**src/include/switch_params.svh**
```systemverilog
`ifndef SWITCH_PARAMS_SVH
`define SWITCH_PARAMS_SVH

// Output side
`define NUM_PORTS 4
`define NUM_PRIOS 2
`define NUM_QUEUES (`NUM_PORTS * `NUM_PRIOS)

// Shared buffer geometry, one page per packet
`define NUM_PAGES 16
`define PAGE_WORDS 8
`define DATA_W 16

// Free pages left when almost_full rises
`define ALMOST_FULL_PAGES 2

`endif

```
**src/verilog/switch_pkg.sv**
```systemverilog
`include "switch_params.svh"

package switch_pkg;

    typedef logic [`DATA_W-1:0] word_t;

    typedef logic [$clog2(`NUM_PAGES)-1:0] page_t;

    typedef logic [$clog2(`PAGE_WORDS)-1:0] word_idx_t;

    // Holds 1 to PAGE_WORDS, so one bit wider than the index
    typedef logic [$clog2(`PAGE_WORDS):0] len_t;

    typedef logic [$clog2(`NUM_PORTS)-1:0] port_t;

    // Port in the upper bits, priority in the lsb
    typedef logic [$clog2(`NUM_QUEUES)-1:0] queue_t;

    typedef enum logic [1:0] {
        RD_SCAN,
        RD_POP,
        RD_STREAM
    } rd_state_t;

endpackage

```
**src/verilog/word_counter.sv**
```systemverilog
`timescale 1ns/1ns
`include "switch_params.svh"

module word_counter (
    input  logic                  clk,
    input  logic                  rst_n,
    input  logic                  clear,
    input  logic                  step,
    input  switch_pkg::len_t      load_len,
    output switch_pkg::word_idx_t index,
    output switch_pkg::len_t      count,
    output logic                  last
);

    switch_pkg::len_t len_r;

    always_ff @(posedge clk or negedge rst_n) begin
        if (!rst_n) begin
            index <= '0;
            count <= '0;
            len_r <= '0;
        end else if (clear) begin
            index <= '0;
            count <= '0;
            len_r <= load_len;
        end else if (step) begin
            index <= index + 1'b1; // Wraps after a full page
            count <= count + 1'b1;
        end
    end

    // Word at index is the final one of the packet
    assign last = (count + 1'b1 == len_r);

endmodule

```
**src/verilog/page_buffer.sv**
```systemverilog
`timescale 1ns/1ns
`include "switch_params.svh"

module page_buffer (
    input  logic                  clk,
    input  logic                  we,
    input  switch_pkg::page_t     waddr_page,
    input  switch_pkg::word_idx_t waddr_word,
    input  switch_pkg::word_t     wdata,
    input  logic                  re,
    input  switch_pkg::page_t     raddr_page,
    input  switch_pkg::word_idx_t raddr_word,
    output switch_pkg::word_t     rdata
);

    // Address is page number above word index
    switch_pkg::word_t mem [`NUM_PAGES * `PAGE_WORDS];

    always_ff @(posedge clk) begin
        if (we) begin
            mem[{waddr_page, waddr_word}] <= wdata;
        end
        if (re) begin
            rdata <= mem[{raddr_page, raddr_word}];
        end
    end

endmodule

```
**src/verilog/free_page_list.sv**
```systemverilog
`timescale 1ns/1ns
`include "switch_params.svh"

module free_page_list (
    input  logic              clk,
    input  logic              rst_n,
    input  logic              alloc,
    input  logic              release_en,
    input  switch_pkg::page_t release_page,
    output switch_pkg::page_t free_page,
    output logic              full,
    output logic              almost_full
);

    localparam int CNT_W = $clog2(`NUM_PAGES + 1);

    switch_pkg::page_t page_fifo [`NUM_PAGES];
    switch_pkg::page_t rd_ptr;
    switch_pkg::page_t wr_ptr;
    logic [CNT_W-1:0]  free_cnt;

    always_ff @(posedge clk or negedge rst_n) begin
        if (!rst_n) begin
            // Every page starts out free
            for (int i = 0; i < `NUM_PAGES; i++) begin
                page_fifo[i] <= switch_pkg::page_t'(i);
            end
            rd_ptr   <= '0;
            wr_ptr   <= '0;
            free_cnt <= CNT_W'(`NUM_PAGES);
        end else begin
            if (alloc) begin
                rd_ptr <= rd_ptr + 1'b1;
            end
            if (release_en) begin
                page_fifo[wr_ptr] <= release_page;
                wr_ptr            <= wr_ptr + 1'b1;
            end
            case ({alloc, release_en})
                2'b10:   free_cnt <= free_cnt - 1'b1;
                2'b01:   free_cnt <= free_cnt + 1'b1;
                default: free_cnt <= free_cnt; // Both or neither
            endcase
        end
    end

    assign free_page   = page_fifo[rd_ptr];
    assign full        = (free_cnt == '0);
    assign almost_full = (free_cnt <= CNT_W'(`ALMOST_FULL_PAGES));

endmodule

```
**src/verilog/queue_table.sv**
```systemverilog
`timescale 1ns/1ns
`include "switch_params.svh"

module queue_table (
    input  logic                   clk,
    input  logic                   rst_n,
    input  logic                   enq,
    input  switch_pkg::queue_t     enq_queue,
    input  switch_pkg::page_t      enq_page,
    input  switch_pkg::len_t       enq_len,
    input  logic                   deq,
    input  switch_pkg::queue_t     deq_queue,
    output logic [`NUM_QUEUES-1:0] queue_nonempty,
    output switch_pkg::page_t      head_page,
    output switch_pkg::len_t       head_len
);

    switch_pkg::page_t head [`NUM_QUEUES];
    switch_pkg::page_t tail [`NUM_QUEUES];

    // Per-page link and packet length
    switch_pkg::page_t next_page [`NUM_PAGES];
    switch_pkg::len_t  page_len  [`NUM_PAGES];

    logic deq_last;
    logic enq_to_empty;

    assign deq_last = deq && (head[deq_queue] == tail[deq_queue]);

    // Queue drained by this cycle's dequeue counts as empty
    assign enq_to_empty = !queue_nonempty[enq_queue]
                          || (deq_last && (deq_queue == enq_queue));

    always_ff @(posedge clk or negedge rst_n) begin
        if (!rst_n) begin
            queue_nonempty <= '0;
        end else begin
            if (deq_last) begin
                queue_nonempty[deq_queue] <= 1'b0;
            end
            if (enq) begin
                queue_nonempty[enq_queue] <= 1'b1; // Wins over a same-queue clear
            end
        end
    end

    always_ff @(posedge clk) begin
        if (deq && !deq_last) begin
            head[deq_queue] <= next_page[head[deq_queue]];
        end
        if (enq) begin
            page_len[enq_page] <= enq_len;
            tail[enq_queue]    <= enq_page;
            if (enq_to_empty) begin
                head[enq_queue] <= enq_page;
            end else begin
                next_page[tail[enq_queue]] <= enq_page;
            end
        end
    end

    assign head_page = head[deq_queue];
    assign head_len  = page_len[head[deq_queue]];

endmodule

```
**src/verilog/write_ctrl.sv**
```systemverilog
`timescale 1ns/1ns
`include "switch_params.svh"

module write_ctrl (
    input  logic                  clk,
    input  logic                  rst_n,
    input  logic                  wr_sop,
    input  logic                  wr_eop,
    input  logic                  wr_vld,
    input  switch_pkg::word_t     wr_data,
    input  logic                  full,
    input  switch_pkg::page_t     free_page,
    output logic                  alloc,
    output logic                  buf_we,
    output switch_pkg::page_t     buf_waddr_page,
    output switch_pkg::word_idx_t buf_waddr_word,
    output switch_pkg::word_t     buf_wdata,
    output logic                  enq,
    output switch_pkg::queue_t    enq_queue,
    output switch_pkg::page_t     enq_page,
    output switch_pkg::len_t      enq_len
);

    typedef enum logic [1:0] {
        WR_IDLE,
        WR_ACCEPT,
        WR_DISCARD
    } wr_state_t;

    wr_state_t             state;
    switch_pkg::page_t     page_r;
    switch_pkg::queue_t    queue_r;
    logic                  hdr_take;
    logic                  word_take;
    switch_pkg::word_idx_t word_index;
    switch_pkg::len_t      word_count;

    assign hdr_take  = (state == WR_IDLE) && wr_sop;
    assign word_take = (state == WR_ACCEPT) && wr_vld;
    assign alloc     = hdr_take && !full; // Page only when one is free

    always_ff @(posedge clk or negedge rst_n) begin
        if (!rst_n) begin
            state <= WR_IDLE;
            enq   <= 1'b0;
        end else begin
            enq <= word_take && wr_eop; // One cycle behind the last word
            case (state)
                WR_IDLE: begin
                    if (wr_sop) begin
                        state <= full ? WR_DISCARD : WR_ACCEPT;
                    end
                end
                WR_ACCEPT, WR_DISCARD: begin
                    if (wr_vld && wr_eop) begin
                        state <= WR_IDLE;
                    end
                end
                default: state <= WR_IDLE;
            endcase
        end
    end

    // Header gives port in [1:0], priority in [2]
    always_ff @(posedge clk) begin
        if (alloc) begin
            page_r  <= free_page;
            queue_r <= switch_pkg::queue_t'({wr_data[1:0], wr_data[2]});
        end
    end

    word_counter u_word_counter (
        .clk      (clk),
        .rst_n    (rst_n),
        .clear    (hdr_take),
        .step     (word_take),
        .load_len (switch_pkg::len_t'(`PAGE_WORDS)),
        .index    (word_index),
        .count    (word_count),
        .last     ()
    );

    assign buf_we         = word_take;
    assign buf_waddr_page = page_r;
    assign buf_waddr_word = word_index;
    assign buf_wdata      = wr_data;

    assign enq_queue = queue_r;
    assign enq_page  = page_r;
    assign enq_len   = word_count; // Already holds the final step when enq fires

endmodule

```
**src/verilog/read_fsm.sv**
```systemverilog
`timescale 1ns/1ns
`include "switch_params.svh"

module read_fsm (
    input  logic                   clk,
    input  logic                   rst_n,
    input  logic [`NUM_PORTS-1:0]  ready,
    input  logic [`NUM_QUEUES-1:0] queue_nonempty,
    input  switch_pkg::page_t      head_page,
    input  switch_pkg::len_t       head_len,
    output logic                   deq,
    output switch_pkg::queue_t     deq_queue,
    output logic                   buf_re,
    output switch_pkg::page_t      buf_raddr_page,
    output switch_pkg::word_idx_t  buf_raddr_word,
    input  switch_pkg::word_t      buf_rdata,
    output logic                   release_en,
    output switch_pkg::page_t      release_page,
    output logic [`NUM_PORTS-1:0]  rd_sop,
    output logic [`NUM_PORTS-1:0]  rd_eop,
    output logic [`NUM_PORTS-1:0]  rd_vld,
    output switch_pkg::word_t      rd_data
);

    switch_pkg::rd_state_t state;
    switch_pkg::port_t     slot;
    switch_pkg::port_t     port_r;
    switch_pkg::queue_t    sel_queue;
    switch_pkg::page_t     page_r;
    switch_pkg::queue_t    hi_queue;
    switch_pkg::queue_t    lo_queue;
    switch_pkg::queue_t    pick_queue;
    logic                  pick;
    logic                  word_last;
    logic                  sop_d;
    logic                  eop_d;
    logic                  vld_d;
    logic [`NUM_PORTS-1:0] port_sel;

    assign lo_queue   = switch_pkg::queue_t'(slot * `NUM_PRIOS);
    assign hi_queue   = switch_pkg::queue_t'(slot * `NUM_PRIOS + 1);
    assign pick_queue = queue_nonempty[hi_queue] ? hi_queue : lo_queue; // Strict priority

    assign pick = (state == switch_pkg::RD_SCAN) && ready[slot]
                  && (queue_nonempty[hi_queue] || queue_nonempty[lo_queue]);

    // Counter loads head_len of the picked queue, so steer the head lookup
    assign deq_queue = (state == switch_pkg::RD_SCAN) ? pick_queue : sel_queue;
    assign deq       = (state == switch_pkg::RD_POP);

    // Reads stop once the last word is in flight
    assign buf_re         = deq || ((state == switch_pkg::RD_STREAM) && !eop_d);
    assign buf_raddr_page = deq ? head_page : page_r;

    always_ff @(posedge clk or negedge rst_n) begin
        if (!rst_n) begin
            state     <= switch_pkg::RD_SCAN;
            slot      <= '0;
            port_r    <= '0;
            sel_queue <= '0;
            sop_d     <= 1'b0;
            eop_d     <= 1'b0;
            vld_d     <= 1'b0;
        end else begin
            sop_d <= deq; // First read goes out in RD_POP
            eop_d <= buf_re && word_last;
            vld_d <= buf_re;
            case (state)
                switch_pkg::RD_SCAN: begin
                    slot <= slot + 1'b1;
                    if (pick) begin
                        port_r    <= slot;
                        sel_queue <= pick_queue;
                        state     <= switch_pkg::RD_POP;
                    end
                end
                switch_pkg::RD_POP: begin
                    state <= switch_pkg::RD_STREAM;
                end
                switch_pkg::RD_STREAM: begin
                    if (eop_d) begin
                        state <= switch_pkg::RD_SCAN;
                    end
                end
                default: state <= switch_pkg::RD_SCAN;
            endcase
        end
    end

    always_ff @(posedge clk) begin
        if (deq) begin
            page_r <= head_page;
        end
    end

    word_counter u_word_counter (
        .clk      (clk),
        .rst_n    (rst_n),
        .clear    (pick),
        .step     (buf_re),
        .load_len (head_len),
        .index    (buf_raddr_word),
        .count    (),
        .last     (word_last)
    );

    assign release_en   = (state == switch_pkg::RD_STREAM) && eop_d;
    assign release_page = page_r;

    assign port_sel = `NUM_PORTS'(1) << port_r;
    assign rd_sop   = sop_d ? port_sel : '0;
    assign rd_eop   = eop_d ? port_sel : '0;
    assign rd_vld   = vld_d ? port_sel : '0;
    assign rd_data  = buf_rdata; // Shared across ports

endmodule

```
**src/verilog/packet_switch.sv**
```systemverilog
`timescale 1ns/1ns
`include "switch_params.svh"

module packet_switch (
    input  logic                  clk,
    input  logic                  rst_n,
    input  logic                  wr_sop,
    input  logic                  wr_eop,
    input  logic                  wr_vld,
    input  switch_pkg::word_t     wr_data,
    input  logic [`NUM_PORTS-1:0] ready,
    output logic                  full,
    output logic                  almost_full,
    output logic [`NUM_PORTS-1:0] rd_sop,
    output logic [`NUM_PORTS-1:0] rd_eop,
    output logic [`NUM_PORTS-1:0] rd_vld,
    output switch_pkg::word_t     rd_data
);

    logic                   alloc;
    switch_pkg::page_t      free_page;
    logic                   buf_we;
    switch_pkg::page_t      buf_waddr_page;
    switch_pkg::word_idx_t  buf_waddr_word;
    switch_pkg::word_t      buf_wdata;
    logic                   enq;
    switch_pkg::queue_t     enq_queue;
    switch_pkg::page_t      enq_page;
    switch_pkg::len_t       enq_len;
    logic                   deq;
    switch_pkg::queue_t     deq_queue;
    logic [`NUM_QUEUES-1:0] queue_nonempty;
    switch_pkg::page_t      head_page;
    switch_pkg::len_t       head_len;
    logic                   buf_re;
    switch_pkg::page_t      buf_raddr_page;
    switch_pkg::word_idx_t  buf_raddr_word;
    switch_pkg::word_t      buf_rdata;
    logic                   release_en;
    switch_pkg::page_t      release_page;

    write_ctrl u_write_ctrl (
        .clk            (clk),
        .rst_n          (rst_n),
        .wr_sop         (wr_sop),
        .wr_eop         (wr_eop),
        .wr_vld         (wr_vld),
        .wr_data        (wr_data),
        .full           (full),
        .free_page      (free_page),
        .alloc          (alloc),
        .buf_we         (buf_we),
        .buf_waddr_page (buf_waddr_page),
        .buf_waddr_word (buf_waddr_word),
        .buf_wdata      (buf_wdata),
        .enq            (enq),
        .enq_queue      (enq_queue),
        .enq_page       (enq_page),
        .enq_len        (enq_len)
    );

    free_page_list u_free_page_list (
        .clk          (clk),
        .rst_n        (rst_n),
        .alloc        (alloc),
        .release_en   (release_en),
        .release_page (release_page),
        .free_page    (free_page),
        .full         (full),
        .almost_full  (almost_full)
    );

    page_buffer u_page_buffer (
        .clk        (clk),
        .we         (buf_we),
        .waddr_page (buf_waddr_page),
        .waddr_word (buf_waddr_word),
        .wdata      (buf_wdata),
        .re         (buf_re),
        .raddr_page (buf_raddr_page),
        .raddr_word (buf_raddr_word),
        .rdata      (buf_rdata)
    );

    queue_table u_queue_table (
        .clk            (clk),
        .rst_n          (rst_n),
        .enq            (enq),
        .enq_queue      (enq_queue),
        .enq_page       (enq_page),
        .enq_len        (enq_len),
        .deq            (deq),
        .deq_queue      (deq_queue),
        .queue_nonempty (queue_nonempty),
        .head_page      (head_page),
        .head_len       (head_len)
    );

    read_fsm u_read_fsm (
        .clk            (clk),
        .rst_n          (rst_n),
        .ready          (ready),
        .queue_nonempty (queue_nonempty),
        .head_page      (head_page),
        .head_len       (head_len),
        .deq            (deq),
        .deq_queue      (deq_queue),
        .buf_re         (buf_re),
        .buf_raddr_page (buf_raddr_page),
        .buf_raddr_word (buf_raddr_word),
        .buf_rdata      (buf_rdata),
        .release_en     (release_en),
        .release_page   (release_page),
        .rd_sop         (rd_sop),
        .rd_eop         (rd_eop),
        .rd_vld         (rd_vld),
        .rd_data        (rd_data)
    );

endmodule

```
**config.mk**
```make
export PLATFORM = sky130hd
export DESIGN_NAME = packet_switch
export DESIGN_NICKNAME = d
export VERILOG_FILES = /design/src/verilog/switch_pkg.sv /design/src/verilog/word_counter.sv /design/src/verilog/page_buffer.sv /design/src/verilog/free_page_list.sv /design/src/verilog/queue_table.sv /design/src/verilog/write_ctrl.sv /design/src/verilog/read_fsm.sv /design/src/verilog/packet_switch.sv
export VERILOG_INCLUDE_DIRS = /design/src /design/src/include
export SDC_FILE = /design/constraint.sdc
export NUM_CORES = 2
export LEC_CHECK = 0
export BUFFER_PORTS_ARGS = -buffer_cell sky130_fd_sc_hd__buf_4
export CAP_MARGIN = 20
export CORE_ASPECT_RATIO = 1.1
export CORE_MARGIN = 4
export CORE_UTILIZATION = 30
export DETAILED_ROUTE_END_ITERATION = 10
export GPL_ROUTABILITY_DRIVEN = 0
export PLACE_DENSITY = 0.5
export SYNTH_ARGS = -nofsm -noshare
export SYNTH_HDL_FRONTEND = slang
export SYNTH_SLANG_ARGS = --single-unit
```
**constraint.sdc**
```tcl
create_clock -name clk -period 4.7 [get_ports clk]
set_input_delay 0.47 -clock clk [delete_from_list [all_inputs] [get_ports clk]]
set_output_delay 0.47 -clock clk [all_outputs]
set_load 0.005 [all_outputs]
```
-- Yosys cells after proc, flatten, opt, wreduce, memory -nomap -nowiden
Memory sizes are Yosys's and may differ from the RTL's. A register that Yosys moved wholly into a read port is not among the register bits.
Index checks and enable logic that the tools add are counted.
Widths: inputs -> output; s select.
- word-level logic and storage cells: 170
- memory bits (writable): 2240
- output and inout bits: 30
- bits in registers: 125
- memories: 5
- memory list (name ; depth ; width ; read ports ; clocked after memory_dff ; write ports ; RTL line ; text):
    u_page_buffer.mem ; 128 ; 16 ; 1 ; 1 ; 1 ; page_buffer.sv:17 ; switch_pkg::word_t mem [`NUM_PAGES * `PAGE_WORDS];
    u_queue_table.next_page ; 16 ; 4 ; 1 ; 0 ; 1 ; queue_table.sv:22 ; switch_pkg::page_t next_page [`NUM_PAGES];
    u_queue_table.page_len ; 16 ; 4 ; 1 ; 1 ; 1 ; queue_table.sv:23 ; switch_pkg::len_t page_len [`NUM_PAGES];
    u_queue_table.head ; 8 ; 4 ; 1 ; 0 ; 2 ; queue_table.sv:18 ; switch_pkg::page_t head [`NUM_QUEUES];
    u_queue_table.tail ; 8 ; 4 ; 2 ; 1 ; 1 ; queue_table.sv:19 ; switch_pkg::page_t tail [`NUM_QUEUES];
- bitwise operators: 5
- shift operators: 1
- $add $sub $neg: 10
- mux-type cells: 55
- order comparisons: 11
- reductions and logical operators: 34
- equality and inequality tests: 13
- operators by type and width (cell ; number):
    $bwmux 64 ; 1
    $mux 4 ; 11
    $mux 3 ; 7
    $mux 1 ; 18
    $add 4x1->4 const B ; 4
    $bmux 4 s4 ; 1
    $demux 4 s4 ; 1
    $logic_and 1x1->1 ; 16
    $lt 3x4->1 const B ; 4
    $mux 8 ; 2
    $ge 5x5->1 const B ; 2
    $mux 2 ; 5
    $not 4->5 ; 2
    $pmux 5 s2 ; 1
    $add 3x1->3 const B ; 3
    $and 8x8->8 ; 1
    $eq 4x4->1 ; 2
    $not 8->8 ; 1
    $or 8x8->8 ; 1
    $bmux 1 s3 ; 2
    $demux 1 s3 ; 2
    $eq 2x1->1 const B ; 3
    $eq 2x2->1 const B ; 3
    $ge 3x1->1 const B ; 2
    20 further kinds ; 34

-- Depth between registers and ports, before layout
- word-level depth: 14
- mapped depth: 14
- depth with buffers taken out: 13

-- Cells and area by module
From an unflattened synthesis, not the netlist that was laid out.
- cells, all modules: 4157
- area total of the unflattened synthesis: 94089.0 um^2
- by module, submodules not included (module ; cells an instance ; area each (um^2) ; times used ; sequential area each (um^2)):
    page_buffer ; 3086 ; 78683.0 ; 1 ; 61979.4
    queue_table ; 597 ; 9211.3 ; 1 ; 5965.7
    free_page_list ; 263 ; 3759.9 ; 1 ; 1968.1
    word_counter ; 44 ; 523.0 ; 2 ; 275.3
    read_fsm ; 75 ; 842.1 ; 1 ; 330.3
    write_ctrl ; 48 ; 546.8 ; 1 ; 285.3

-- Least setup slack after synthesis
Ideal clock, no wire load.
- kind: reg2reg
- start point: register u_read_fsm.slot[1]
- end point: memory u_queue_table.next_page[1][0] (netlist bit) (enable)
- path buffers: 4
- arrival time: 2.994 ns
- stages on the path, launching flop included: 14
- clock period less this slack: 3.356 ns
- path slack: 1.344 ns
- library setup time: 0.361 ns
- required time: 4.339 ns
- path through: dfrtp_1 buf_6 mux2_4 a221o_2 buf_4 mux2i_1 a22oi_1 o211ai_1 xnor2_1 nand4_4 buf_2 nor3_1 buf_2 nor3_1
- word-level cells in the longest chain between the ends: 13
- elaborated cells on any way between the ends: 15
- those cells by class: add/sub: 1; eq/ne: 2; mux: 7; reduce/logical: 3; memory: 2
- ends and longest elaborated chain (element ; RTL line ; text):
    start: declaration ; read_fsm.sv:26 ; switch_pkg::port_t slot;
    start signal: assignment ; read_fsm.sv:70 ; slot <= slot + 1'b1;
    $add 3x1->3 ; read_fsm.sv:41 ; assign hi_queue = switch_pkg::queue_t'(slot * `NUM_PRIOS + 1);
    $bmux 1 s3 ; read_fsm.sv:42 ; assign pick_queue = queue_nonempty[hi_queue] ? hi_queue : lo_queue;
    $mux 1 (implied by the code) ; read_fsm.sv:42 ;
    $mux 3 (*) ; read_fsm.sv:42 ;
    $mux 3 (*) ; read_fsm.sv:48 ; assign deq_queue = (state == switch_pkg::RD_SCAN) ? pick_queue : sel_queue;
    $mem_v2 8x4 (on tied branches) ; - ;
    $eq 4x4->1 ; queue_table.sv:28 ; assign deq_last = deq && (head[deq_queue] == tail[deq_queue]);
    $logic_and 1x1->1 ; queue_table.sv:28 ;
    $logic_and 1x1->1 (*) ; queue_table.sv:32 ; || (deq_last && (deq_queue == enq_queue));
    $logic_or 1x1->1 (*) ; queue_table.sv:32 ;
    $mux 1 (*) ; queue_table.sv:54 ; if (enq_to_empty) begin
    $mux 1 (*) ; queue_table.sv:51 ; if (enq) begin
    $mux 1 (implied by the code) (*) ; queue_table.sv:57 ; next_page[tail[enq_queue]] <= enq_page;
    end: declaration ; queue_table.sv:22 ;
Mark *: on every way between the ends. The rest lies on a longest branch, timed or not. The select of a mux whose other input is x is not followed.

-- Final worst setup path
- start point: register u_read_fsm.state[0]
- end point: register u_page_buffer.rdata[3] (read register of u_page_buffer.mem), data pin
- word-level cells in the longest chain between the ends: 4
- elaborated cells on any way between the ends: 8
- those cells by class: eq/ne: 2; mux: 2; reduce/logical: 3; memory: 1
- ends and longest elaborated chain (element ; RTL line ; text):
    start: declaration ; read_fsm.sv:25 ; switch_pkg::rd_state_t state;
    start signal: assignment ; read_fsm.sv:57 ; state <= switch_pkg::RD_SCAN;
    start signal: assignment ; read_fsm.sv:74 ; state <= switch_pkg::RD_POP;
    start signal: assignment ; read_fsm.sv:78 ; state <= switch_pkg::RD_STREAM;
    $logic_not 2->1 ; read_fsm.sv:48 ;
    $mux 3 ; read_fsm.sv:48 ;
    $mem_v2 8x4 ; - ;
    $mux 4 ; - ;
    end: declaration ; page_buffer.sv:13 ; output switch_pkg::word_t rdata
Several ways; a longest one is shown, not always the timed one.
A chain may end at the register's enable or synchronous reset.

==> qor.log <==
[status] outcome finished with violations
[status] violations in the final reports antenna rules
[run] number of maximum-capacitance constraint violations 0
[timing] setup TNS 0 ps
[clocking] root buffer cell sky130_fd_sc_hd__clkbuf_16
[global_route] met1 track utilization from global routing 23.0%
[critical_path] arrival time at the worst endpoint 4990 ps
[finish] Syn-to-layout area delta 17.1%
[detailed_routing] Via Count 48525
[synthesis] dominant combinational cell family by area after synthesis multiplexers
[synthesis] xor and xnor area share after synthesis 0.342%
[global_route] global-route track usage on met3 2.58%
[clocking] H-Tree Depth 5
[floorplan] die height 597 um
[finish] fraction of the core area covered by cells at the end of the flow 35.4%
[clocking] worst skew pair latency 860 ps
[detailed_routing] drt pass-1 iters 8
[timing] clock period minus final worst setup slack 4440 ps
[floorplan] core outline area 313000 um2
[place] IO buf count 54
[synthesis] area of the mapped netlist 94500 um2
[floorplan] count of pins on the block boundary 55
[floorplan] overall die area 324000 um2
[synthesis] post-synthesis compound-gate area fraction 3.06%
[global_route] largest net degree at the start of global routing 129
[synthesis] count of flip-flops with a built-in enable after synthesis 2263
[min_path] Hold Path Stages 1
[synthesis] Synth warnings 0
[synthesis] synthesized netlist cell count 4665
[synthesis] simple logic cell fraction of the synthesized area 3.19%
[power] peak supply drop 0.416 mV
[global_route] global-route congestion overflow total 0
[timing] number of failing setup endpoints in the final timing report 0
[floorplan] Chip Width 543 um
[detailed_routing] number of vias per cell 5.17
[synthesis] Synth async-reset ratio 4.86%
[min_path] kind of path behind the tightest hold check in -> reg
[floorplan] starting utilization of the core area 30.2%
[detailed_routing] first-iteration detailed-routing DRC count 5248
[finish] fraction of layout cells with a size suffix above 1 29.6%
[finish] combined area of the multi-input logic cells 22300 um2
[clocking] buffer depth of the longest clock path 4
[global_route] vias in the first global route 48754
[global_route] met2 GRT Util 27.5%
[synthesis] count of cell types in the netlist 92
[global_route] GRT Total Usage 16.7%
[global_route] grt peak-use layer met2
[power] power per unit of standard cell area 398 nW/um2
[place] half-perimeter wire length of the detailed placement result 179000 um
[global_route] initial antenna violation count 24
[synthesis] Avg Synthesized Cell Area 20.3 um2
[timing] number of failing hold endpoints at the final stage 0
[critical_path] category of the worst setup path capture point flip-flop
[timing] Period Utilization, post-route 94.5%
[critical_path] cells on worst reg2reg path 9
[synthesis] Synth Area in Adders 0.220%
[synthesis] flop and latch count out of synthesis 2386
[synthesis] share of synthesized area occupied by flip-flops and latches 75.2%
[finish] sequential cell area 71100 um2
[clocking] CTS tree built
[detailed_routing] WL/cell 29.4 um
[timing] Final Skew 75.8 ps
[timing] setup repair after global routing missed its margin no
[detailed_routing] DRC violation count after routing 0
[synthesis] mux contribution to synthesized area 16.6%
[critical_path] startpoint type of the worst setup path flip-flop
[timing] transition at the pin with the smallest max-transition slack 1100 ps
[detailed_routing] antenna viol nets, final 1
[synthesis] Synth Net Count 4706
[critical_path] Critical Path Fanout Max 51
[finish] number of fill cells 29078
[detailed_routing] final wirelength 276000 um
[clocking] clock transition at the register clock pins on the worst setup and hold paths after CTS 60 ps
[clocking] TritonCTS Sinks 2386
[power] final total power 44.0 mW
[timing] final count of pins violating max slew 0
[power] leak pwr 35.3 nW
[global_route] wire length of the first global-routing pass 387000 um
[synthesis] commonest register cell after synthesis sky130_fd_sc_hd__edfxtp_1
[critical_path] internal reg-to-reg setup slack 260 ps
[floorplan] FP Rows 215
[critical_path] required arrival time at the worst endpoint 5250 ps
[timing] fmax 225 MHz
[clocking] number of clock buffers inserted by TritonCTS 268
[critical_path] type of the worst setup path reg -> reg
[finish] final layout net count 5108
[timing] worst slew margin relative to its limit 26.9%
[kinds of logic after synthesis]
| kind of cell | Yosys count |
|---|---|
| muxes | 818 |
| AOI/OAI and AO/OA | 410 |
| and+or+nand+nor | 696 |
| xor gates and xnor gates | 36 |
| buffers and inverters | 303 |
| adders and majority gates | 16 |
| DFF | 2386 |
[worst paths after layout]
check,startpoint,to
min,wr_data[11],u_page_buffer.mem[46][11]
min reg2reg,u_free_page_list.page_fifo[55],u_free_page_list.page_fifo[55]
max reg2reg,u_read_fsm.state[0],u_page_buffer.rdata[3]
max in group asynchronous,rst_n,u_free_page_list.page_fifo[23]
min in group asynchronous,rst_n,u_free_page_list.free_cnt[0]
max,u_read_fsm.state[0],u_page_buffer.rdata[3]
[per-stage QoR]
step                      area, um2  setup WS (ps)  instances  hold slack (ps)
after detailed placement     102000           20.9       8907              491
after global placement       102000           60.5       8905              484
after CTS                    110000           28.7       9372             47.5
after global routing         111000           7.27       9382             73.1
final                        111000            257       9391              107
after floorplan               94500           1340       4665              174
[repair_timing]
item	4_1_cts	5_1_grt
setup buffers	0	0
resized for setup	0	5
setup endpoints to repair	0	15
hold buffers	4	0
endpoints found under the hold margin	50	0
[cells in the mapped netlist (all sizes together), types with 16 or more instances]
| master | count | area, um2 |
|---|---|---|
| o31ai | 16 | 120 |
| clkbuf | 151 | 567 |
| a31oi | 25 | 171 |
| edfxtp | 2263 | 68000 |
| nor2 | 280 | 1050 |
| mux2 | 114 | 1290 |
| a221oi | 21 | 249 |
| buf | 116 | 638 |
| dfstp | 33 | 867 |
| o22ai | 52 | 325 |
| mux4 | 586 | 13200 |
| nor3 | 31 | 155 |
| nand3 | 44 | 220 |
| nand2 | 241 | 905 |
| a211oi | 16 | 130 |
| xnor2 | 25 | 226 |
| dfrtp | 83 | 2080 |
| inv | 35 | 134 |
| mux2i | 118 | 1180 |
| and3 | 17 | 106 |
| a22oi | 16 | 125 |
| o211ai | 20 | 150 |
| o21ai | 44 | 224 |
| a21oi | 106 | 531 |
[routing by layer]
metal / up-vias / wire (um)
li1: 20086 / -
met1: 26185 / 115000
met2: 1834 / 134000
met3: 418 / 17400
met4: 2 / 9450
met5: - / 11
[flip-flops by register name (all words and copies together) (netlist names), 5 cells and up, named ones only]
| register | cells |
|---|---|
| u_free_page_list.free_cnt | 5 |
| u_queue_table.page_len | 64 |
| u_queue_table.next_page | 64 |
| u_queue_table.queue_nonempty | 8 |
| u_page_buffer.mem | 2048 |
| u_free_page_list.page_fifo | 64 |
| u_queue_table.head | 32 |
| u_queue_table.tail | 32 |
| u_page_buffer.rdata | 16 |
[placed cells by master (no fill, tap or decap), drive strengths merged, types with 84 or more instances in the layout]
master,synthesis,final
clkinv,1,84
a21oi,106,106
nor2,280,280
mux2i,118,118
edfxtp,2263,2263
clkbuf,151,343
mux2,114,114
buf,116,394
mux4,586,586
nand2,241,241
[power breakdown]
group,switching (mW),total [mW],leakage (nW),internal [mW]
clock network,8.37,20.3,4.08,12.0
logic,0.402,0.452,9.80,0.0501
registers,0.000891,23.2,21.4,23.2
total,8.77,44.0,35.3,35.3
[worst max-delay path, cell delays in order (launching register included)]
cell and delay, ps:
sky130_fd_sc_hd__dfrtp_1 520, sky130_fd_sc_hd__or2_0 430, sky130_fd_sc_hd__o2bb2ai_2 260, sky130_fd_sc_hd__a222oi_1 510, sky130_fd_sc_hd__a21o_2 270, sky130_fd_sc_hd__a31oi_4 170
sky130_fd_sc_hd__inv_8 470, sky130_fd_sc_hd__mux4_2 600, sky130_fd_sc_hd__a2111oi_1 720, sky130_fd_sc_hd__a2111oi_0 160
[area by class of cell]
class                      instances  share of cell area [%]
sequential                      2386                    64.2
timing repair buffer             399                    3.15
antenna                           10                  0.0226
tap                             4123                    4.66
clock buffer                     342                    6.49
multi-input combinational       1976                    20.2
clock inverter                   119                    1.13
inverter                          36                   0.131
Note: power is estimated with default switching activity, not from simulation.
